<file path="config.mk">
export PLATFORM = sky130hd
export DESIGN_NAME = video_reg_file
export DESIGN_NICKNAME = d
export VERILOG_FILES = /design/src/hdl/soc_io_pkg.sv /design/src/hdl/video_reg_file.sv
export SDC_FILE = /design/constraint.sdc
export NUM_CORES = 1
export LEC_CHECK = 0
export ABC_AREA = 1
export BUFFER_PORTS_ARGS = -buffer_cell sky130_fd_sc_hd__buf_2
export CELL_PAD_IN_SITES_DETAIL_PLACEMENT = 1
export CELL_PAD_IN_SITES_GLOBAL_PLACEMENT = 1
export CORE_AREA = 2 2 225 227
export DETAILED_ROUTE_END_ITERATION = 16
export DIE_AREA = 0 0 227 229
export GPL_TIMING_DRIVEN = 0
export PLACE_DENSITY_LB_ADDON = 0.1
export SLEW_MARGIN = 40
export SYNTH_ARGS = -nofsm -noshare
export SYNTH_HDL_FRONTEND = slang
export SYNTH_SLANG_ARGS = --single-unit
</file>
<file path="constraint.sdc">
create_clock -name clk20 -period 6.5 [get_ports clk20]
set_input_delay 1.3 -clock clk20 [delete_from_list [all_inputs] [get_ports clk20]]
set_output_delay 1.3 -clock clk20 [all_outputs]
set_load 0.02 [all_outputs]
</file>
<file path="src/hdl/soc_io_pkg.sv">
// ==========================================================
// soc_io shared definitions
// bus request structs, the bus word union, the address map
// and the random unit feedback taps
// ==========================================================
package soc_io_pkg;

	// wide bus request, one 64-bit transfer
	typedef struct packed {
		logic        we;
		logic [7:0]  sel;
		logic [31:0] adr;
		logic [63:0] dat;
	} bus_req_t;

	// narrow bus request, one 32-bit transfer
	// adr bits 2..0 rebuilt by the bridge from the lane selects
	typedef struct packed {
		logic        we;
		logic [3:0]  sel;
		logic [31:0] adr;
		logic [31:0] dat;
	} narrow_req_t;

	// 64-bit bus word, whole or split into lanes
	typedef union packed {
		logic [63:0] whole;
		struct packed {
			logic [31:0] hi;
			logic [31:0] lo;
		} lane;
	} bus_word_u;

	// ==========================================================
	// address map
	// ==========================================================
	// adr[31:20]
	localparam logic [11:0] SCR_REGION = 12'hFF4;
	// adr[31:4]
	localparam logic [27:0] LED_REGION = 28'hFFDC060;
	localparam logic [27:0] RND_REGION = 28'hFFDC0C0;
	// adr[31:16]
	localparam logic [15:0] VID_REGION = 16'hFFD0;

	// unmapped reads see this
	localparam logic [63:0] FILL_WORD = {4{16'h0080}};

	// galois feedback mask
	localparam logic [31:0] LFSR_TAPS = 32'h80200003;

endpackage

</file>
<file path="src/hdl/video_reg_file.sv">
// ==========================================================
// video control registers
// byte-writable 32-bit register bank on the narrow bus
// ==========================================================
module video_reg_file
	import soc_io_pkg::*;
#(
	parameter int VREG_COUNT = 16
)
(
	input  logic        clk20,
	input  logic        reset_i,
	input  logic        req_i,
	input  narrow_req_t req_s_i,
	output logic        ack_o,
	output logic [31:0] rdata_o
);

	localparam int IDX_W = $clog2(VREG_COUNT);

	logic [31:0]      regs [VREG_COUNT];
	logic [IDX_W-1:0] idx;
	logic             start;

	// register index, wraps modulo count
	assign idx   = req_s_i.adr[IDX_W+1:2];
	assign start = req_i & ~ack_o;

	always_ff @(posedge clk20)
	begin
		if (reset_i)
		begin
			ack_o <= 1'b0;
			for (int r = 0; r < VREG_COUNT; r++)
				regs[r] <= 32'h0;
		end
		else
		begin
			ack_o <= req_i;
			if (start && req_s_i.we)
				for (int b = 0; b < 4; b++)
					if (req_s_i.sel[b])
						regs[idx][b*8 +: 8] <= req_s_i.dat[b*8 +: 8];
		end
	end

	// read data held until the next read
	always_ff @(posedge clk20)
	begin
		if (start && !req_s_i.we)
			rdata_o <= regs[idx];
	end

endmodule

</file>
==> results.cfg <==
[logic_synthesis]
yosys-top-cells-count = 1,488 x nand2_1, 544 x edfxtp_1, 529 x nor2_1
yosysSeqAreaShare_pct = 65.2
netlist_area_um2 = 25100
ys_warn_count = 0
synth_edf_count = 544
synth.top_cell.area_share_pct = 65.1
syn_inst = 2841
synthArstFlopShare_pct = 0
syn_area_per_cell_um2 = 8.84
ys_types = 14
synth_nets = 2913
synthTopCellsByArea = edfxtp_1 65%, nand2_1 22%, nor2_1 7.9%, clkbuf_1 1.6%, inv_1 1.5%
synth_top_cell_by_area = edfxtp_1
ys_seq_elements = 545
synth.most_common_cell = nand2_1
synthFlopType = edfxtp_1

[global_route]
grt_use_total_pct = 29.8
grt_first_pass_wirelength_um = 116000
grt_overflow = 0
grt_pass1_vias = 20500
grt_max_degree = 15
antenna_found_initial = 0

[detailed_routing]
vias = 19300
viasPerCell = 5.22
wire_per_inst_um = 20.5
wl_um = 75800
initialDrtViolationCount = 1618
ant_nets = 0
first_pass_iters = 5
remaining_drc_errors = 0

[worst_setup_path]
startpoint_type = input port
worstSetupEndpointType = flop
path_max_fanout = 10
crit_chain = buf_2 -> buf_2 -> nand2_1 -> nor2_1 -> nand2_1 -> nand2_1
cpMostUsedCell = nand2_1
crit_type = input port to flop
worst_ep_required_time_ns = 6.79
slowest_delay_ns = 0.73
slowest_stage = nor2_1
cp.arrival_ns = 3.78

[timing]
finClkSkew_ns = 0.0282
period_needed_ns = 3.50
fmax_ghz = 0.286
whs_ns = 0.799
fin_crit_sh_pct = 53.8
rsz0062_at_grt = false
relSlewSlack_pct = 39.8
fin_tns_setup_ns = 0
fin_ws_ns = 3.00
worst_pin_slew_ns = 0.900
finalSetupViolations = 0
hold_violations = 0
drv_slew = 0

[cells_and_area]
syn_to_final_growth_pct = 12.3
layoutNonFillerInstCount = 3696
layout-drive-gt1-share_pct = 7.57
nNetsFinal = 3051
antenna_cells = 0
final_util_pct = 56.8
fillers = 5877

[clocking]
cts_resized = 0
cts_tree = done
cts.htree.levels = 2
clkSlewWorstSetupHoldPaths_ns = 0.06
cts_made_buffers = 57
post_cts_buffers = 0
cts_hold_buf = 0
cts_root_buffer = clkbuf_16
insertion_delay_ns = 0.63
cts_sinks = 545
clockBufferDepth = 3

[die]
die_area_um2 = 52000
core_um2 = 49700
die_x_um = 227
rows = 82
ios = 105
die_h_um = 229
initial_core_util_pct = 50.5

[power_and_ir_drop]
cellPowerDensity_nw_per_um2 = 278
irDropWorstVdd_mv = 0.225
p_leak_nw = 13.0

[outcome]
run_status = completed

[hold_path]
hold_class = flop to flop

[placed_design]
numPlacedInstances = 3592
gp_congestion = 0.852
port_buffers = 74
dp_hpwl_um = 57600
place_ws_ns = 2.47

[flow_run]
maxCapViolCount = 0
==> flip-flops by register name (all words and copies together) (netlist names) <==
| register | flops |
|---|---|
| ack_o | 1 |
| rdata_o | 32 |
| regs | 512 |
==> placed cells by master (no fill, tap or decap) <==
master,count
buf_1,12
nor3_2,1
nor2_2,7
dfxtp_1,1
nor3b_2,1
bufinv_16,7
nand2_1,1488
clkbuf_1,109
clkbuf_2,11
nor2_1,528
inv_2,4
inv_1,101
clkbuf_16,57
clkinvlp_4,2
clkinv_1,12
buf_2,90
nand2_2,26
clkinv_2,12
edfxtp_1,544
inv_6,3
buf_4,8
==> stage by stage <==
| step | power (mW) | instance area [um^2] |
|---|---|---|
| after floorplan | 4.38 | 25100 |
| after detailed placement | 4.62 | 26400 |
| after global routing | 8.01 | 28200 |
| after global placement | 4.58 | 26300 |
| after CTS | 7.85 | 28200 |
| final | 7.82 | 28200 |
==> power breakdown <==
| part | switching [mW] | total [mW] | internal (mW) |
|---|---|---|---|
| combinational | 0.448 | 0.561 | 0.113 |
| clock | 1.39 | 3.27 | 1.88 |
| sequential | 0.0294 | 3.99 | 3.96 |
==> area by class of cell <==
cell class	count	area, um^2	share of cell area, %
sequential	545	16400	58.0
inverter	105	394	1.40
multi-input combinational	2051	7800	27.7
timing repair buffer	79	403	1.43
buffer	140	576	2.04
clock inverter	36	357	1.26
tap	672	841	2.98
clock buffer	68	1470	5.21
==> path summary, 6_finish.rpt <==
kind / from / endpoint / slack [ns] / cells past startpoint
worst max-delay path: req_s_i[34] / regs[3][29] / 3.00 / 6
worst min-delay path: regs[10][27] / rdata_o[27] / 0.80 / 8
worst max register to register: ack_o / regs[3][5] / 3.75 / 6
worst min register to register: regs[10][27] / rdata_o[27] / 0.80 / 8
==> routing by layer <==
layer | track usage (%) | wire, um | vias up
li1 | - | - | 9198
met2 | 50.0 | 36600 | 596
met3 | 4.05 | 5040 | 122
met4 | 9.21 | 2180 | 0
met1 | 40.3 | 32000 | 9390
met5 | 0 | 0 | -
==> worst max-delay path, delay by kind of cell <==
kind | cells | cell delay [ns]
buffers and inverters | 2 | 0.59
and+or+nand+nor | 4 | 1.90
==> kinds of logic (layout without fill, tap and decap cells) <==
family        count (synthesis)  in the layout  synth area share, %
flops                       545            545                 65.2
simple gates               2051           2051                 31.0
buf+inv                     245            428                 3.81
(Power assumes the default switching activity.)
