`config.mk`:
```
export PLATFORM = sky130hd
export DESIGN_NAME = prng_unit
export DESIGN_NICKNAME = d
export VERILOG_FILES = /design/src/hdl/soc_io_pkg.sv /design/src/hdl/prng_unit.sv
export SDC_FILE = /design/constraint.sdc
export NUM_CORES = 1
export LEC_CHECK = 0
export BUFFER_PORTS_ARGS = -buffer_cell sky130_fd_sc_hd__buf_4
export CAP_MARGIN = 25
export CORE_UTILIZATION = 32
export DETAILED_ROUTE_END_ITERATION = 8
export GPL_TIMING_DRIVEN = 0
export PLACE_DENSITY = 0.68
export SETUP_SLACK_MARGIN = 0.5
export SLEW_MARGIN = 10
export SYNTH_ARGS = -nofsm -noshare
export SYNTH_HDL_FRONTEND = slang
export SYNTH_SLANG_ARGS = --single-unit
```
`constraint.sdc`:
```
create_clock -name clk20 -period 3.2 [get_ports clk20]
set_input_delay 0.96 -clock clk20 [delete_from_list [all_inputs] [get_ports clk20]]
set_output_delay 0.96 -clock clk20 [all_outputs]
set_load 0.02 [all_outputs]
```
`src/hdl/soc_io_pkg.sv`:
```
// ==========================================================
// soc_io shared definitions
// bus request structs, the bus word union, the address map
// and the random unit feedback taps
// ==========================================================
package soc_io_pkg;

	// wide bus request, one 64-bit transfer
	typedef struct packed {
		logic        we;
		logic [7:0]  sel;
		logic [31:0] adr;
		logic [63:0] dat;
	} bus_req_t;

	// narrow bus request, one 32-bit transfer
	// adr bits 2..0 rebuilt by the bridge from the lane selects
	typedef struct packed {
		logic        we;
		logic [3:0]  sel;
		logic [31:0] adr;
		logic [31:0] dat;
	} narrow_req_t;

	// 64-bit bus word, whole or split into lanes
	typedef union packed {
		logic [63:0] whole;
		struct packed {
			logic [31:0] hi;
			logic [31:0] lo;
		} lane;
	} bus_word_u;

	// ==========================================================
	// address map
	// ==========================================================
	// adr[31:20]
	localparam logic [11:0] SCR_REGION = 12'hFF4;
	// adr[31:4]
	localparam logic [27:0] LED_REGION = 28'hFFDC060;
	localparam logic [27:0] RND_REGION = 28'hFFDC0C0;
	// adr[31:16]
	localparam logic [15:0] VID_REGION = 16'hFFD0;

	// unmapped reads see this
	localparam logic [63:0] FILL_WORD = {4{16'h0080}};

	// galois feedback mask
	localparam logic [31:0] LFSR_TAPS = 32'h80200003;

endpackage

```
`src/hdl/prng_unit.sv`:
```
// ==========================================================
// random number unit
// seedable 32-bit galois LFSR, one step per bus read
// ==========================================================
module prng_unit
	import soc_io_pkg::*;
(
	input  logic        clk20,
	input  logic        reset_i,
	input  logic        req_i,
	input  bus_req_t    req_s_i,
	output logic        ack_o,
	output logic [63:0] rdata_o
);

	logic [31:0] state;
	logic [31:0] next_state;
	logic [31:0] seed;
	logic        start;
	// seed register sits at offset 0
	logic        ofs0;

	assign start = req_i & ~ack_o;
	assign ofs0  = ~req_s_i.adr[3];

	// shift right, fold taps in when bit 0 drops out
	assign next_state = state[0] ? ((state >> 1) ^ LFSR_TAPS) : (state >> 1);

	// an all-zero state would lock up
	assign seed = (req_s_i.dat[31:0] == 32'h0) ? 32'h1 : req_s_i.dat[31:0];

	always_ff @(posedge clk20)
	begin
		if (reset_i)
		begin
			ack_o <= 1'b0;
			state <= 32'h1;
		end
		else
		begin
			ack_o <= req_i;
			if (start && req_s_i.we && ofs0)
				state <= seed;
			else if (start && !req_s_i.we)
				state <= next_state;
		end
	end

	// current value in both lanes
	always_ff @(posedge clk20)
	begin
		if (start && !req_s_i.we)
			rdata_o <= {2{state}};
	end

endmodule

```
==> flow_metrics.py, run 1 <==
metrics = {
    "run_status": {
        "outcome": "complete, no violations",
    },
    "clock_tree": {
        "cts-root-to-sink-buffers": 2,
        "post_cts_setup_buffer_count": 0,
        "clock_sinks": 65,
        "tritoncts_buffer_count": 9,
        "cts.clk_slew.worst_paths_ps": 70,
        "cts_hold_buffers": 0,
        "tritoncts": "built",
        "clock_latency_on_the_worst_skew_pair_ps": 350,
        "cts.repair.resized": 0,
        "h-tree-depth": 3,
        "cts.root.buffer_cell": "clkbuf_8",
    },
    "global_routing": {
        "gr-total-overflow": 0,
        "antenna_found_initial": 0,
        "largest_net_degree_at_the_start_of_global_routing": 19,
        "first_global_vias": 2205,
        "global_route.usage.total_pct": 15.4,
        "grt_first_pass_wirelength_um": 10400,
    },
    "timing": {
        "post-route-period-util_pct": 63.0,
        "finClkSkew_ps": 9.68,
        "final-max-slew-violation-count": 0,
        "setup_viol_count_final": 0,
        "hold_viol_final": 0,
        "final.min_clock_period_ps": 2010,
        "worst_margin_pin_slew_ps": 674,
        "grt_setup_unrepaired": "false",
        "fin_ws_ps": 1190,
        "max_freq_mhz": 496,
        "setup_total_negative_slack_ps": 0,
        "timing.slew.headroom_pct": 55.0,
    },
    "worst_setup_path": {
        "critical_path_data_arrival_time_ps": 1050,
        "critical_path.startpoint_type": "flip-flop",
        "critical_path_peak_fanout": 2,
        "timing.critical_path.to_type": "primary output",
        "timing_worst_setup_path_type": "flip-flop to primary output",
        "required_time_at_the_endpoint_of_the_critical_path_ps": 2240,
    },
    "yosys": {
        "post_synth_inst_count": 260,
        "synth_fp_nets": 368,
        "synth_seq_cells": 65,
        "postSynth.topFlopCell": "dfxtp_1",
        "avgSynthCellArea_um2": 10.9,
        "synth.distinct_cells": 24,
        "asyncSetResetFlopFracSynth_pct": 0,
        "syn_area_um2": 2830,
        "synth_enable_flop_cells": 32,
        "synth_warnings": 0,
        "yosysSeqAreaShare_pct": 57.4,
    },
    "flow_run": {
        "max_cap_viol_count": 0,
    },
    "placement": {
        "buffer_ports.inserted": 100,
        "place_worst_setup_slack_ps": 1000,
        "gpl.final_weighted_congestion": 0.768,
        "dpl.hpwl_um": 5000,
    },
    "drt": {
        "wire_per_inst_um": 14.3,
        "drt-initial-drc-count": 82,
        "detail-route-antenna-nets": 0,
        "routed_wirelength_um": 6890,
        "via_count": 2315,
        "via_density_per_instance": 4.80,
        "post_route_drc": 0,
        "drt-pass1-iter-count": 4,
    },
    "final_layout": {
        "final_net_count": 480,
        "share_of_cells_above_drive_strength_1_pct": 45.6,
        "area_growth_syn_to_layout_pct": 40.3,
        "antennaDiodeCount": 0,
    },
    "floorplanning": {
        "rows": 33,
        "initial_core_utilization_pct": 33.7,
        "die_footprint_um2": 9210,
        "fp.dieW_um": 96.0,
        "fp.coreArea_um2": 8380,
        "boundaryPins": 173,
        "die_h_um": 96.0,
    },
    "min_path": {
        "min_path_type": "flip-flop to flip-flop",
    },
    "power_and_ir_drop": {
        "vdd_ir_max_uv": 207,
        "cellLeakagePower_nw": 1.60,
        "power.density_nw_per_um2": 519,
    },
}
flip-flops by register name (all words and copies together), names as in the netlist:
signal and flops:
state 32, ack_o 1, rdata_o 32
final timing paths:
path                            cells after the start  slack (ps)                     to                    from
worst min register to register                      0         460  rdata_o[57]$_DFFE_PP_  state[25]$_SDFFE_PP0P_
worst max-delay path                                2        1190            rdata_o[61]   rdata_o[61]$_DFFE_PP_
worst max register to register                      5        1680  state[3]$_SDFFE_PP0P_        ack_o$_SDFF_PP0_
worst min-delay path                                0         460  rdata_o[57]$_DFFE_PP_  state[25]$_SDFFE_PP0P_
cell families (layout without fill, tap and decap cells):
family                 after synthesis  in the layout  share of synthesized area (%)
AND/OR/NAND/NOR                    106            106                           16.1
flip-flops                          65             65                           57.4
buffers and inverters               49            166                           11.8
AO/OA/AOI/OAI                       33             33                           12.3
multiplexers                         4              4                           1.51
XOR/XNOR                             3              3                          0.930
final cells by class:
class / instances / area, um2
Fill cell: 757 / 4420
Sequential cell: 65 / 1620
Multi-Input combinational cell: 146 / 877
Timing Repair Buffer: 101 / 778
Buffer: 49 / 334
Clock buffer: 13 / 159
Tap cell: 105 / 131
Clock inverter: 3 / 63.8
power breakdown:
group | internal [mW] | switching, mW | total (mW)
clock network | 0.480 | 0.309 | 0.789
logic | 0.142 | 0.158 | 0.301
registers | 0.930 | 0.0365 | 0.966
total | 1.55 | 0.504 | 2.06
worst max-delay path, cell delays in order, from the launching register on:
cell	delay (ps)
edfxtp_1	420
buf_4	150
buf_4	140
synthesized netlist by cell type (all sizes together) (5+ instances only):
master	n	area [um2]
nand2	58	218
buf	44	315
dfxtp	33	661
nor2	33	124
edfxtp	32	961
a311oi	29	317
nor4	8	50.1
clkbuf	5	18.8
per-layer routing:
layer	routed length (um)	vias up	global-route usage, %
met5	0	-	0
met4	131	0	8.21
li1	-	1118	-
met2	3500	98	25.9
met3	445	13	4.66
met1	2810	1086	17.5
per-stage QoR:
stage          total power, mW  area, um2  hold slack (ps)  instances  util, %
2_1_floorplan             1.15       2830              429        260        -
5_1_grt                   2.13       3970              469        482     47.3
3_3_place_gp              1.27       3710              443        465     44.3
4_1_cts                   2.07       3970              453        482     47.3
3_5_place_dp              1.28       3740              446        466     44.6
6_report                  2.06       3970              460        482     47.3
cells in the final DEF (no fill, tap or decap):
master | netlist | routed
edfxtp_1 | 32 | 32
clkbuf_1 | 5 | 7
nand2_1 | 58 | 58
buf_16 | 0 | 1
nor2b_1 | 2 | 2
a211o_1 | 1 | 1
buf_2 | 9 | 9
nand4_1 | 2 | 2
nor2_1 | 33 | 32
nand2b_4 | 1 | 1
clkbuf_8 | 0 | 11
mux2i_1 | 2 | 2
mux2_1 | 2 | 2
xnor2_1 | 1 | 1
xor2_1 | 2 | 2
nor4_1 | 8 | 8
bufinv_16 | 0 | 2
a311oi_2 | 10 | 10
a311oi_1 | 19 | 19
nor3b_2 | 1 | 1
buf_4 | 33 | 133
o31ai_1 | 1 | 1
dfxtp_1 | 33 | 33
nand4bb_1 | 1 | 1
o21ai_1 | 1 | 1
buf_6 | 2 | 2
a21oi_2 | 1 | 1
nor2_4 | 0 | 1
clkinv_1 | 0 | 1
Power figures use the tool's default switching activity.
==> run 2: changes to the inputs <==
--- a/config.mk
+++ b/config.mk
@@ -5,6 +5,7 @@
 export SDC_FILE = /design/constraint.sdc
 export NUM_CORES = 1
 export LEC_CHECK = 0
+export ABC_AREA = 1
 export BUFFER_PORTS_ARGS = -buffer_cell sky130_fd_sc_hd__buf_4
 export CAP_MARGIN = 25
 export CORE_UTILIZATION = 32
==> constraint.sdc (replaced) <==
create_clock -name clk20 -period 1.7 [get_ports clk20]
set_input_delay 0.51 -clock clk20 [delete_from_list [all_inputs] [get_ports clk20]]
set_output_delay 0.51 -clock clk20 [all_outputs]
set_load 0.02 [all_outputs]
==> flow_metrics.py, run 2 <==
metrics = {
    "run_status": {
        "outcome": "complete, no violations",
    },
    "yosys": {
        "synth_seq_cells": 65,
        "post_synth_inst_count": 378,
        "avgSynthCellArea_um2": 8.15,
        "asyncSetResetFlopFracSynth_pct": 0,
        "yosys.cell_count.top_type": "nor2_1",
        "yosys-top-cells-area": "edfxtp_1 (31%), dfxtp_1 (21%), nor2_1 (10%)",
        "synth_warnings": 0,
        "post-synth-top-area-cell": "edfxtp_1",
        "synth_enable_flop_cells": 32,
        "postSynth.topFlopCell": "dfxtp_1",
        "post-synth-top-area-fraction_pct": 31.2,
        "yosysSeqAreaShare_pct": 52.6,
        "synth_fp_nets": 486,
        "synth.distinct_cells": 21,
        "syn_area_um2": 3080,
        "synth.cells.most_frequent": "nor2_1 (84), inv_1 (62), o21ai_0 (55), nand2_1 (43), buf_4 (35)",
    },
    "worst_setup_path": {
        "timing.critical_path.to_type": "primary output",
        "critical_path.startpoint_type": "flip-flop",
        "required_time_at_the_endpoint_of_the_critical_path_ps": 1190,
        "critical_path_peak_fanout": 2,
        "timing_worst_setup_path_type": "flip-flop to primary output",
        "critPathMaxStageDelay_ps": 440,
        "critical_path_data_arrival_time_ps": 1060,
        "critical-path-slowest-cell": "edfxtp_1",
        "worstPathCellList": "buf_4 > buf_6",
    },
    "timing": {
        "setup_viol_count_final": 0,
        "worst_margin_pin_slew_ps": 580,
        "final.min_clock_period_ps": 1570,
        "final-max-slew-violation-count": 0,
        "grt_setup_unrepaired": "true",
        "post-route-period-util_pct": 92.2,
        "max_freq_mhz": 638,
        "finClkSkew_ps": 5.78,
        "fin_ws_ps": 132,
        "final.hold.worst_slack_ps": 417,
        "setup_total_negative_slack_ps": 0,
        "hold_viol_final": 0,
        "timing.slew.headroom_pct": 61.4,
    },
    "placement": {
        "place_worst_setup_slack_ps": -313,
        "gpl.final_weighted_congestion": 0.788,
        "dpl.hpwl_um": 5250,
        "buffer_ports.inserted": 100,
        "numPlacedInstances": 607,
    },
    "final_layout": {
        "layout.cells.most_common": "buf_6",
        "antennaDiodeCount": 0,
        "count_of_placed_standard_cells_in_the_final_layout_fillers_left_out": 657,
        "final_net_count": 631,
        "share_of_cells_above_drive_strength_1_pct": 53.8,
        "area_growth_syn_to_layout_pct": 82.3,
        "layout_top_registers": "rdata_o (32), state (32), ack_o (1)",
        "most-common-layout-cells": "buf_6 (95), inv_1 (61), nor2_1 (57)",
    },
    "drt": {
        "via_count": 3061,
        "drt-pass1-iter-count": 5,
        "routed_wirelength_um": 9990,
        "detail-route-antenna-nets": 0,
        "via_density_per_instance": 4.66,
        "drt-initial-drc-count": 215,
        "wire_per_inst_um": 15.2,
        "post_route_drc": 0,
    },
    "min_path": {
        "min_path_type": "input port to flip-flop",
    },
    "clock_tree": {
        "clock_sinks": 65,
        "clock_latency_on_the_worst_skew_pair_ps": 350,
        "tritoncts": "built",
        "tritoncts_buffer_count": 9,
        "cts.clk_slew.worst_paths_ps": 70,
        "cts.root.buffer_cell": "clkbuf_8",
        "cts-root-to-sink-buffers": 2,
        "h-tree-depth": 3,
    },
    "floorplanning": {
        "die_h_um": 100,
        "initial_core_utilization_pct": 33.2,
        "boundaryPins": 173,
        "fp.coreArea_um2": 9280,
        "fp.dieW_um": 100,
        "die_footprint_um2": 10000,
        "rows": 35,
    },
    "global_routing": {
        "gr-total-overflow": 0,
        "grt_first_pass_wirelength_um": 14600,
        "antenna_found_initial": 0,
        "largest_net_degree_at_the_start_of_global_routing": 17,
        "first_global_vias": 2973,
        "global_route.usage.total_pct": 19.2,
    },
    "flow_run": {
        "max_cap_viol_count": 0,
    },
    "power_and_ir_drop": {
        "cellLeakagePower_nw": 2.65,
        "vdd_ir_max_uv": 348,
        "power.density_nw_per_um2": 849,
    },
}
## run 2: cell count changes in the layout (fill, tap and decap cells not counted), moves of 10 or more
cell / delta
buf_4: -78
nor2_2: +18
buf_6: +93
buf_8: +10
nor2_4: +10
inv_1: +61
a311oi_2: -10
nand2_2: +12
nand2_1: -33
o21ai_1: +22
nor2_1: +25
o21ai_2: +32
a311oi_1: -19
## run 2: layer usage
metal	global-route usage, %	vias up	part of all wire, %
met5	0	-	0
met4	10.6	0	3.8
met3	4.87	32	6.6
met2	32.0	140	50
met1	22.8	1454	39
li1	-	1435	-
## run 2: final timing paths
check	startpoint	endpoint	slack [ps]	depth (start not counted)
setup / recovery	rdata_o[31]$_DFFE_PP_	rdata_o[63]	130	2
hold / removal	req_i	ack_o$_SDFF_PP0_	420	3
setup reg to reg	ack_o$_SDFF_PP0_	state[26]$_SDFFE_PP0P_	130	9
hold reg to reg	state[0]$_SDFFE_PP1P_	rdata_o[32]$_DFFE_PP_	450	0
## run 2: cell families after synthesis
| logic type | synth area share [%] |
|---|---|
| AOI/OAI and AO/OA | 10.8 |
| xor gates and xnor gates | 0.853 |
| buffers and inverters | 19.0 |
| DFF | 52.6 |
| and+or+nand+nor | 16.7 |
## run 2: timing repair
item                                    in CTS  in global routing
endpoints found under the setup margin     129                129
setup buffers                               19                  2
pin swaps                                   24                 16
endpoints found under the hold margin        0                  0
resized for setup                          177                 86
hold buffers                                 0                  0
cloned                                      12                  1
## run 2: power by group
group	internal (mW)	total [mW]	switching [mW]	leakage, nW
clock	1.27	1.89	0.622	0.140
sequential	1.75	1.85	0.0962	0.580
combinational	0.532	1.03	0.496	1.94
## run 2: final cells by class
class	count	area, um2
multi-input cells	201	1250
fillers	692	3670
well taps	129	161
flip-flops and latches	65	1620
plain buffers	49	484
clock inverters	7	166
inverters	65	272
repair buffers	132	1530
clock buffers	9	124
## run 2: worst max-delay path, delay by kind of cell (launching register included)
kind	cells	cell delay, ps
flip-flops	1	440
buffers and inverters	2	280
## run 2: metrics by stage
step / util, % / power, mW / area (um2)
6_report: 60.5 / 4.77 / 5620
5_1_grt: 60.5 / 4.93 / 5620
3_5_place_dp: 43.4 / 2.47 / 4030
3_3_place_gp: 43.4 / 2.45 / 4030
2_1_floorplan: - / 2.22 / 3120
4_1_cts: 56.9 / 4.64 / 5290
