`src/hdl/soc_io_pkg.sv`:
```
// ==========================================================
// soc_io shared definitions
// bus request structs, the bus word union, the address map
// and the random unit feedback taps
// ==========================================================
package soc_io_pkg;

	// wide bus request, one 64-bit transfer
	typedef struct packed {
		logic        we;
		logic [7:0]  sel;
		logic [31:0] adr;
		logic [63:0] dat;
	} bus_req_t;

	// narrow bus request, one 32-bit transfer
	// adr bits 2..0 rebuilt by the bridge from the lane selects
	typedef struct packed {
		logic        we;
		logic [3:0]  sel;
		logic [31:0] adr;
		logic [31:0] dat;
	} narrow_req_t;

	// 64-bit bus word, whole or split into lanes
	typedef union packed {
		logic [63:0] whole;
		struct packed {
			logic [31:0] hi;
			logic [31:0] lo;
		} lane;
	} bus_word_u;

	// ==========================================================
	// address map
	// ==========================================================
	// adr[31:20]
	localparam logic [11:0] SCR_REGION = 12'hFF4;
	// adr[31:4]
	localparam logic [27:0] LED_REGION = 28'hFFDC060;
	localparam logic [27:0] RND_REGION = 28'hFFDC0C0;
	// adr[31:16]
	localparam logic [15:0] VID_REGION = 16'hFFD0;

	// unmapped reads see this
	localparam logic [63:0] FILL_WORD = {4{16'h0080}};

	// galois feedback mask
	localparam logic [31:0] LFSR_TAPS = 32'h80200003;

endpackage

```
`src/hdl/bus_fabric.sv`:
```
// ==========================================================
// bus fabric
// address decode and steering to the targets, the LED/switch
// port and filler answers for unmapped addresses
// ==========================================================
module bus_fabric
	import soc_io_pkg::*;
(
	input  logic        clk20,
	input  logic        reset_i,
	input  bus_req_t    bus_req_i,
	input  logic        bus_req_stb_i,
	output logic        bus_ack_o,
	output logic [63:0] bus_rdata_o,
	input  logic [7:0]  sw_i,
	output logic [7:0]  led_o,
	output bus_req_t    tgt_req_o,
	output logic        scr_req_o,
	input  logic        scr_ack_i,
	input  logic [63:0] scr_rdata_i,
	output logic        rnd_req_o,
	input  logic        rnd_ack_i,
	input  logic [63:0] rnd_rdata_i,
	output logic        vid_req_o,
	input  logic        vid_ack_i,
	input  logic [63:0] vid_rdata_i
);

	logic        cs_scr;
	logic        cs_led;
	logic        cs_rnd;
	logic        cs_vid;
	// led port and unmapped space, answered here
	logic        local_req;
	logic        local_ack;
	logic [63:0] local_rdata;

	// ==========================================================
	// decode
	// ==========================================================
	assign cs_scr = bus_req_i.adr[31:20] == SCR_REGION;
	assign cs_led = bus_req_i.adr[31:4] == LED_REGION;
	assign cs_rnd = bus_req_i.adr[31:4] == RND_REGION;
	assign cs_vid = bus_req_i.adr[31:16] == VID_REGION;

	// one req per target, only while the master holds req
	assign tgt_req_o = bus_req_i;
	assign scr_req_o = bus_req_stb_i & cs_scr;
	assign rnd_req_o = bus_req_stb_i & cs_rnd;
	assign vid_req_o = bus_req_stb_i & cs_vid;
	assign local_req = bus_req_stb_i & ~(cs_scr | cs_rnd | cs_vid);

	// ==========================================================
	// local slave
	// ==========================================================
	always_ff @(posedge clk20)
	begin
		if (reset_i)
		begin
			local_ack <= 1'b0;
			led_o     <= 8'h00;
		end
		else
		begin
			local_ack <= local_req;
			// led write lands with the rising ack
			if (local_req && !local_ack && cs_led && bus_req_i.we && bus_req_i.sel[0])
				led_o <= bus_req_i.dat[7:0];
		end
	end

	// read word captured as ack rises
	always_ff @(posedge clk20)
	begin
		if (local_req && !local_ack)
			local_rdata <= cs_led ? {8{sw_i}} : FILL_WORD;
	end

	// ==========================================================
	// ack and read data merge
	// ==========================================================
	// acks are exclusive, so the one that is high picks the data
	// and the merge holds even after the address moves on
	assign bus_ack_o = scr_ack_i | rnd_ack_i | vid_ack_i | local_ack;

	always_comb
	begin
		if (scr_ack_i)
			bus_rdata_o = scr_rdata_i;
		else if (rnd_ack_i)
			bus_rdata_o = rnd_rdata_i;
		else if (vid_ack_i)
			bus_rdata_o = vid_rdata_i;
		else
			bus_rdata_o = local_rdata;
	end

	// only one target busy at a time, counting a lingering ack
	a_one_target: assert property (@(posedge clk20) disable iff (reset_i)
		$onehot0({scr_req_o | scr_ack_i, rnd_req_o | rnd_ack_i,
			vid_req_o | vid_ack_i, local_req | local_ack}))
		else $error("more than one bus target active");

endmodule

```
`config.mk`:
```
export PLATFORM = sky130hd
export DESIGN_NAME = bus_fabric
export DESIGN_NICKNAME = d
export VERILOG_FILES = /design/src/hdl/soc_io_pkg.sv /design/src/hdl/bus_fabric.sv
export SDC_FILE = /design/constraint.sdc
export NUM_CORES = 1
export LEC_CHECK = 0
export BUFFER_PORTS_ARGS = -buffer_cell sky130_fd_sc_hd__clkbuf_2
export CORE_AREA = 2 2 193 195
export CTS_CLUSTER_SIZE = 16
export DETAILED_ROUTE_END_ITERATION = 16
export DIE_AREA = 0 0 195 197
export GPL_TIMING_DRIVEN = 0
export HOLD_SLACK_MARGIN = 0.12
export REMOVE_ABC_BUFFERS = 1
export SLEW_MARGIN = 20
export SYNTH_ARGS = -nofsm -noshare
export SYNTH_HDL_FRONTEND = slang
export SYNTH_SLANG_ARGS = --single-unit
```
`constraint.sdc`:
```
create_clock -name clk20 -period 5.9 [get_ports clk20]
set_clock_uncertainty 0.15 [all_clocks]
set_input_delay 1.18 -clock clk20 [delete_from_list [all_inputs] [get_ports clk20]]
set_output_delay 1.18 -clock clk20 [all_outputs]
set_load 0.02 [all_outputs]
```
==> flow_metrics.tcl, run 1 <==
set metrics [dict create \
    status "completed" \
    grt_max_degree 130 \
    max_stage_delay_ns 0.77 \
    cts_hold_buf 0 \
    tritoncts "done" \
    ir_worst_vdd_uv 127 \
    die_y_microns 197 \
    drive_gt1_share_pct 60.6 \
    rows 70 \
    multiInputGateArea_sq_um 2110 \
    grt_pass1_vias 4026 \
    async_reset_ff_share_pct 0 \
    p_leak_uw 0.00244 \
    finalCritPeriodShare_pct 77.7 \
    dr.pass1.iters 4 \
    synth_top_area_share_pct 22.8 \
    layout_common_cells "354 x clkbuf_2, 73 x a21oi_1, 67 x nand2_1" \
    end_kind "output pin" \
    coreArea_sq_um 36300 \
    initial_core_util_pct 9.70 \
    final_cell_area_sq_um 5080 \
    ioPinCount 492 \
    diodes 0 \
    dp_hpwl_mm 17.4 \
    area_delta_synth_final_pct 44.5 \
    portBuffers 357 \
    p_per_area_nw_per_um2 127 \
    relSlewSlack_pct 36.6 \
    seq_area_sq_um 450 \
    cts_made_buffers 3 \
    slowest_stage "nor2b_1" \
    power_uw 644 \
    startpoint_type "primary input" \
    drc 0 \
    insertion_delay_ns 0.25 \
    synthFlopType "edfxtp_1" \
    synth_area_leaders "buf_4 23%, mux2_2 20%, a21oi_1 10%" \
    synth_warnings 0 \
    place_area_sq_um 5000 \
    cp_max_fo 44 \
    die_w_microns 195 \
    cts_setup_buffers 0 \
    setup_tns_ns 0 \
    synth_area_per_cell_sq_um 7.12 \
    cts-resized-gates 0 \
    synth_seq_cells 18 \
    yosysSeqAreaShare_pct 12.8 \
    drt-initial-drc-count 125 \
    cts_max_level 1 \
    n_fill_cell 4237 \
    viasPerCell 3.71 \
    rsz0062_at_grt "false" \
    synth_area_sq_um 3520 \
    gr-usage-all-layers_pct 9.75 \
    grt_overflow 0 \
    num_vias 4378 \
    slew_violations 0 \
    cp_cell_sequence "clkbuf_4, buf_12, nor2b_1, a21oi_1, o21ai_0, mux2_2, clkbuf_2" \
    hold_viol_final 0 \
    final_nets 1025 \
    path_clk_slew_ns 0.06 \
    ant_nets 0 \
    final_common_cell "clkbuf_2" \
    tightestPinTransition_ns 0.949 \
    max_freq_mhz 218 \
    fin_crit_ns 4.59 \
    netlist_instances 494 \
    crit_required_ns 4.57 \
    antenna_found_initial 4 \
    place.gp.congestion 0.798 \
    worst-setup-path-type "primary input to output pin" \
    drt-total-wl_mm 20.5 \
    yosysTopAreaCell "buf_4" \
    min_path_type "flop to flop" \
    clockBufferDepth 2 \
    cts_sinks 18 \
    ys_types 35 \
    root_buffer "clkbuf_16" \
    worst_ep_arrival_time_ns 3.26 \
    crit_buf_inv 3 \
    maxCapViolCount 0 \
    synth_edf_count 9 \
    grt_pass1_wl_mm 27.1 \
    die_area_sq_um 38400 \
    path_delay_family "simple AND/OR/NAND/NOR gates" \
    wl_per_cell_microns 17.4 \
    finalSetupViolations 0 \
]
==> where the power goes <==
part	total [uW]	internal [uW]	leakage, uW	switching (uW)
Combinational	354	156	0.00223	198
Sequential	135	133	0.000164	1.42
Clock	155	103	0.0000442	51.4
Total	644	393	0.00244	251
==> cells in the mapped netlist, types with 3 or more instances <==
cell	number
o21ai_0	53
dfxtp_1	9
mux2_1	3
o21ai_1	19
mux2_2	61
nor2b_1	9
or4_1	3
nand3_1	8
nor3_1	3
nor2_1	3
and2_1	8
buf_1	8
nand2_1	67
buf_4	107
clkbuf_1	18
buf_2	12
a21oi_1	73
edfxtp_1	9
==> per-stage QoR <==
| step | hold slack (ns) | worst slack, ns | instances | utilization [%] |
|---|---|---|---|---|
| after floorplan | 0.398 | 2.25 | 349 | - |
| after global placement | 0.313 | 0.383 | 1174 | 13.6 |
| after detailed placement | 0.327 | 1.16 | 1177 | 13.8 |
| after CTS | 0.337 | 1.16 | 1181 | 14.0 |
| after global routing | 0.360 | 1.07 | 1181 | 14.0 |
| final | 0.337 | 1.31 | 1181 | 14.0 |
==> worst register-to-register path, delay by kind of cell, from the launching register on <==
family             cells  cell delay [ns]
and+or+nand+nor        2             1.06
DFF                    1             0.35
AOI/OAI and AO/OA      2             0.28
==> final timing paths <==
path	to	cells after the start	from	slack, ns
min	led_o[5]$_SDFFE_PP0P_	2	led_o[5]$_SDFFE_PP0P_	0.34
max	bus_rdata_o[1]	7	vid_ack_i	1.31
max reg2reg	led_o[3]$_SDFFE_PP0P_	4	local_ack$_SDFF_PP0_	3.95
min reg2reg	led_o[5]$_SDFFE_PP0P_	2	led_o[5]$_SDFFE_PP0P_	0.34
==> layout make-up <==
class	count	area share [%]
clock buffer	4	1.75
multi-input combinational	331	41.5
timing repair buffer	360	36.3
sequential	18	8.86
tap	468	11.5
==> kinds of logic (layout without fill, tap and decap cells) <==
group	count (synthesis)	after routing	share of synthesized area, %
flops	18	18	12.8
simple gates	121	121	18.6
mux	64	64	20.5
buf+inv	145	364	27.3
compound gates	146	146	20.8
==> routing by layer <==
metal / share of wire, % / GRT usage, % / up-vias / wire (microns)
met3: 18 / 8.52 / 20 / 3790
met1: 36 / 9.96 / 1914 / 7420
met5: 1.6 / 5.24 / - / 324
met2: 43 / 15.0 / 369 / 8810
met4: 0.79 / 1.05 / 12 / 163
li1: - / - / 2063 / -
==> state kept, by name, indices dropped and copies added (netlist names) <==
register / cells
led_o: 8
local_rdata: 9
local_ack: 1
Note: power is estimated with default switching activity, not from simulation.
==> inputs of run 2 (changes only) <==
--- a/config.mk
+++ b/config.mk
@@ -5,11 +5,12 @@
 export SDC_FILE = /design/constraint.sdc
 export NUM_CORES = 1
 export LEC_CHECK = 0
+export ABC_AREA = 1
 export BUFFER_PORTS_ARGS = -buffer_cell sky130_fd_sc_hd__clkbuf_2
-export CORE_AREA = 2 2 193 195
+export CORE_AREA = 2 2 189 191
 export CTS_CLUSTER_SIZE = 16
 export DETAILED_ROUTE_END_ITERATION = 16
-export DIE_AREA = 0 0 195 197
+export DIE_AREA = 0 0 191 193
 export GPL_TIMING_DRIVEN = 0
 export HOLD_SLACK_MARGIN = 0.12
 export REMOVE_ABC_BUFFERS = 1
==> constraint.sdc (replaced) <==
create_clock -name clk20 -period 4.7 [get_ports clk20]
set_clock_uncertainty 0.15 [all_clocks]
set_input_delay 0.94 -clock clk20 [delete_from_list [all_inputs] [get_ports clk20]]
set_output_delay 0.94 -clock clk20 [all_outputs]
set_load 0.02 [all_outputs]
==> flow_metrics.tcl, run 2 <==
set metrics [dict create \
    min_path_type "flop to flop" \
    top_usage_layer "met2" \
    yosysTopAreaCell "buf_4" \
    p_per_area_nw_per_um2 164 \
    finalCritPeriodShare_pct 91.5 \
    grt_pass1_wl_mm 29.5 \
    path_clk_slew_ns 0.06 \
    synth_area_sq_um 3170 \
    drive_gt1_share_pct 47.8 \
    root_buffer "clkbuf_16" \
    cts-resized-gates 0 \
    synth_warnings 0 \
    utilization_pct 13.5 \
    cts_setup_buffers 0 \
    yosysMostFrequentCell "nand2_1" \
    finalSetupViolations 0 \
    p_leak_uw 0.00251 \
    final_nets 1092 \
    synth_area_per_cell_sq_um 5.72 \
    crit_top_cell "o21ai_0" \
    area_delta_synth_final_pct 49.5 \
    grt_use_met2_pct 15.3 \
    num_vias 4646 \
    cts_max_level 1 \
    synth_seq_cells 18 \
    synth_edf_count 9 \
    grtUsageMet3_pct 13.3 \
    cts_hold_buf 0 \
    grt_pass1_vias 3863 \
    wl_per_cell_microns 19.3 \
    grt_max_degree 74 \
    crit_buf_inv 3 \
    grtUsageMet1_pct 12.0 \
    max_stage_delay_ns 0.82 \
    async_reset_ff_share_pct 0 \
    layout_common_cells "355 x clkbuf_2, 122 x nand2_1, 92 x o21ai_0" \
    maxCapViolCount 0 \
    synth_area_leaders "buf_4 25%, o21ai_0 15%, nand2_1 14%" \
    largestRegisters "local_rdata x9, led_o x8, local_ack x1" \
    netlist_top_cells_count "122 x nand2_1, 105 x buf_4, 92 x o21ai_0, 72 x a21oi_1, 42 x nor2_1" \
    ys_types 23 \
    ioPinCount 492 \
    worst_ep_arrival_time_ns 3.21 \
    dr.pass1.iters 5 \
    yosysSeqAreaShare_pct 14.2 \
    crit_required_ns 3.61 \
    die_w_microns 191 \
    place.gp.congestion 0.727 \
    die_area_sq_um 36900 \
    status "completed" \
    grt_overflow 0 \
    coreArea_sq_um 35000 \
    cts_sinks 18 \
    initial_core_util_pct 9.06 \
    synth_top_area_share_pct 24.9 \
    power_uw 777 \
    dp_hpwl_mm 20.7 \
    place_ws_ns 0.384 \
    cts_made_buffers 3 \
    n_fill_cell 4120 \
    gr-usage-all-layers_pct 11.6 \
    netlist_instances 554 \
    die_y_microns 193 \
    slew_violations 0 \
    end_kind "output pin" \
    path_delay_family "buffers and inverters" \
    hold_viol_final 0 \
    slowest_stage "inv_2" \
    final_cell_area_sq_um 4740 \
    antenna_found_initial 10 \
    fin_crit_ns 4.30 \
    top_register "local_rdata" \
    tightestPinTransition_ns 0.907 \
    insertion_delay_ns 0.25 \
    setup_ws_ns 0.399 \
    rsz0062_at_grt "false" \
    worst-setup-path-type "primary input to output pin" \
    tritoncts "done" \
    clockBufferDepth 2 \
    synthFlopType "edfxtp_1" \
    viasPerCell 3.73 \
    drt-initial-drc-count 208 \
    cp_cell_sequence "clkbuf_4, inv_2, o21ai_0, o21ai_0, clkbuf_2" \
    place_area_sq_um 4640 \
    portBuffers 357 \
    drc 0 \
    final_common_cell "clkbuf_2" \
    rows 69 \
    largest_register_ff_count 9 \
    startpoint_type "primary input" \
    drt-total-wl_mm 24.0 \
    ir_worst_vdd_uv 98.5 \
    ant_nets 0 \
    max_freq_mhz 232 \
    relSlewSlack_pct 39.5 \
    cp_max_fo 73 \
]
## run 2: cell count changes in the layout (fill, tap and decap cells not counted), moves of 4 or more
cell	previous run	this run
nor2b_1	9	0
nand2_1	67	122
and2_1	8	0
nor2_1	3	42
o21ai_1	19	28
nand3_1	8	4
inv_1	0	26
nor2_2	0	4
diode_2	0	4
o21ai_0	53	92
mux2_2	61	0
## run 2: logic make-up (layout without fill, tap and decap cells)
logic type / after synthesis / in the layout / synth area share, %
AO/OA/AOI/OAI: 192 / 192 / 30.3
buffers and inverters: 166 / 392 / 32.5
flip-flops: 18 / 18 / 14.2
other: 0 / 4 / 0
AND/OR/NAND/NOR: 178 / 178 / 22.9
## run 2: stage by stage
step / std cells / TNS [ns] / hold slack, ns
after floorplan: 418 / 0 / 0.435
after global placement: 1236 / -13.50 / 0.353
after detailed placement: 1237 / 0 / 0.351
after CTS: 1241 / 0 / 0.362
after global routing: 1241 / 0 / 0.381
final: 1245 / 0 / 0.362
## run 2: worst paths after layout
| path | startpoint | endpoint | slack [ns] | cells past startpoint |
|---|---|---|---|---|
| worst max-delay path | scr_ack_i | bus_rdata_o[18] | 0.40 | 5 |
| worst min-delay path | led_o[5]$_SDFFE_PP0P_ | led_o[5]$_SDFFE_PP0P_ | 0.36 | 4 |
| worst max register to register | local_ack$_SDFF_PP0_ | local_rdata[56]$_SDFFCE_PP0P_ | 3.33 | 1 |
| worst min register to register | led_o[5]$_SDFFE_PP0P_ | led_o[5]$_SDFFE_PP0P_ | 0.36 | 4 |
## run 2: routing by layer
layer | part of all wire (%) | vias to the layer above | wire length (microns)
met5 | 2.1 | - | 495
met4 | 0.37 | 20 | 90
met3 | 22 | 26 | 5310
met2 | 39 | 405 | 9300
met1 | 37 | 2021 | 8810
li1 | - | 2174 | -
## run 2: final cells by class
class	count	area (sq um)	area share, %
Timing Repair Buffer	358	1810	38.2
Multi-Input combinational cell	370	1690	35.6
Tap cell	461	577	12.2
Sequential cell	18	450	9.51
Inverter	30	113	2.38
Clock buffer	4	88.8	1.88
Antenna cell	4	10.0	0.211
## run 2: report_power, final
part	switching (uW)	internal [uW]
Combinational	259	157
Sequential	0.844	168
Clock	63.6	130
==> inputs of run 3 (changes only) <==
--- a/config.mk
+++ b/config.mk
@@ -6,6 +6,7 @@
 export NUM_CORES = 1
 export LEC_CHECK = 0
 export ABC_AREA = 1
+export ABC_CLOCK_PERIOD_IN_PS = 4700
 export BUFFER_PORTS_ARGS = -buffer_cell sky130_fd_sc_hd__clkbuf_2
 export CORE_AREA = 2 2 189 191
 export CTS_CLUSTER_SIZE = 16
@@ -13,6 +14,7 @@
 export DIE_AREA = 0 0 191 193
 export GPL_TIMING_DRIVEN = 0
 export HOLD_SLACK_MARGIN = 0.12
+export PLACE_DENSITY = 0.41
 export REMOVE_ABC_BUFFERS = 1
 export SLEW_MARGIN = 20
 export SYNTH_ARGS = -nofsm -noshare
==> flow_metrics.tcl, run 3 (synthesized netlist as in run 2, its figures left out) <==
set metrics [dict create \
    die_area_sq_um 36900 \
    p_per_area_nw_per_um2 159 \
    ant_nets 0 \
    rsz0062_at_grt "false" \
    die_w_microns 191 \
    final_cell_area_sq_um 4750 \
    clockBufferDepth 2 \
    initial_core_util_pct 9.06 \
    status "completed" \
    finalCritPeriodShare_pct 87.2 \
    dp_hpwl_mm 18.7 \
    path_clk_slew_ns 0.05 \
    num_vias 4519 \
    startpoint_type "primary input" \
    grt_overflow 0 \
    drt-total-wl_mm 22.2 \
    wl_per_cell_microns 17.8 \
    utilization_pct 13.6 \
    crit_top_cell "nand2_1" \
    finalSetupViolations 0 \
    cp_cell_sequence "clkbuf_4, buf_12, clkinv_1, nand2_1, nand2_1, a21oi_1, o21ai_0, clkbuf_2" \
    end_kind "output pin" \
    tritoncts "done" \
    largestRegisters "local_rdata x9, led_o x8, local_ack x1" \
    grt_max_degree 66 \
    cts_max_level 1 \
    ioPinCount 492 \
    max_freq_mhz 244 \
    worst-setup-path-type "primary input to output pin" \
    p_leak_uw 0.00251 \
    ir_worst_vdd_uv 188 \
    rows 69 \
    crit_required_ns 3.61 \
    hold_viol_final 0 \
    worst_ep_arrival_time_ns 3.01 \
    area_delta_synth_final_pct 50.0 \
    fin_crit_ns 4.10 \
    drc 0 \
    crit_buf_inv 4 \
    cp_max_fo 36 \
    tightestPinTransition_ns 0.970 \
    largest_register_ff_count 9 \
    relSlewSlack_pct 35.2 \
    slowest_stage "clkbuf_4" \
    grt_pass1_vias 3929 \
    n_fill_cell 4162 \
    cts_hold_buf 0 \
    portBuffers 357 \
    path_delay_family "buffers and inverters" \
    top_register "local_rdata" \
    viasPerCell 3.62 \
    dr.pass1.iters 6 \
    cts_setup_buffers 0 \
    grt_pass1_wl_mm 28.1 \
    layout_common_cells "355 x clkbuf_2, 122 x nand2_1, 92 x o21ai_0" \
    slew_violations 0 \
    max_stage_delay_ns 0.36 \
    final_nets 1093 \
    cts-resized-gates 0 \
    cts_made_buffers 3 \
    min_path_type "flop to flop" \
    antenna_found_initial 10 \
    setup_tns_ns 0 \
    place_area_sq_um 4660 \
    cts_sinks 18 \
    root_buffer "clkbuf_16" \
    place.gp.congestion 0.712 \
    drt-initial-drc-count 164 \
    gr-usage-all-layers_pct 10.7 \
    insertion_delay_ns 0.25 \
    final_common_cell "clkbuf_2" \
    die_y_microns 193 \
    coreArea_sq_um 35000 \
    maxCapViolCount 0 \
    drive_gt1_share_pct 47.8 \
]
[run 3: cell count changes in the layout (fill, tap and decap cells not counted)]
cell / before / now
buf_12: 1 / 2
clkbuf_1: 0 / 1
clkbuf_8: 1 / 0
diode_2: 4 / 5
inv_2: 3 / 2
inv_4: 0 / 1
[run 3: worst paths after layout]
path                                   end  cells past startpoint  slack (ns)                   from
max                        bus_rdata_o[56]                      8        0.60              vid_ack_i
min                  led_o[7]$_SDFFE_PP0P_                      4        0.37  led_o[7]$_SDFFE_PP0P_
max reg2reg  local_rdata[59]$_SDFFCE_PP0P_                      1        3.23   local_ack$_SDFF_PP0_
min reg2reg          led_o[7]$_SDFFE_PP0P_                      4        0.37  led_o[7]$_SDFFE_PP0P_
[run 3: metrics by stage]
step                setup slack, ns  std cells  hold slack (ns)  total power (uW)
floorplan                      1.25        418            0.435               331
global placement             -0.707       1236            0.351               585
detailed placement            0.496       1238            0.353               588
CTS                           0.492       1242            0.365               768
global route                  0.351       1242            0.395               810
finish                        0.602       1247            0.366               756
[run 3: layout make-up]
cell class	count	area, sq um	share of cell area, %
Multi-Input combinational cell	370	1690	35.5
Clock buffer	4	78.8	1.66
Timing Repair Buffer	359	1830	38.5
Sequential cell	18	450	9.48
Antenna cell	5	12.5	0.263
Inverter	30	115	2.42
Tap cell	461	577	12.1
[run 3: worst min-delay path, stage by stage, from the launching register on]
cell and delay (ns):
dfxtp_1 0.31, inv_1 0.05, nand2_1 0.04, nand2_1 0.05, nor2_1 0.03
[run 3: routing by layer]
| metal | routed length (microns) | vias to the layer above | global-route usage, % |
|---|---|---|---|
| li1 | - | 2181 | - |
| met5 | 422 | - | 7.56 |
| met1 | 8410 | 1940 | 11.1 |
| met4 | 102 | 16 | 0.656 |
| met3 | 4660 | 18 | 11.1 |
| met2 | 8650 | 364 | 14.8 |
[run 3: power breakdown]
group          internal (uW)  switching [uW]
registers                168           0.790
logic                    158             253
clock network            115            60.7
total                    441             315
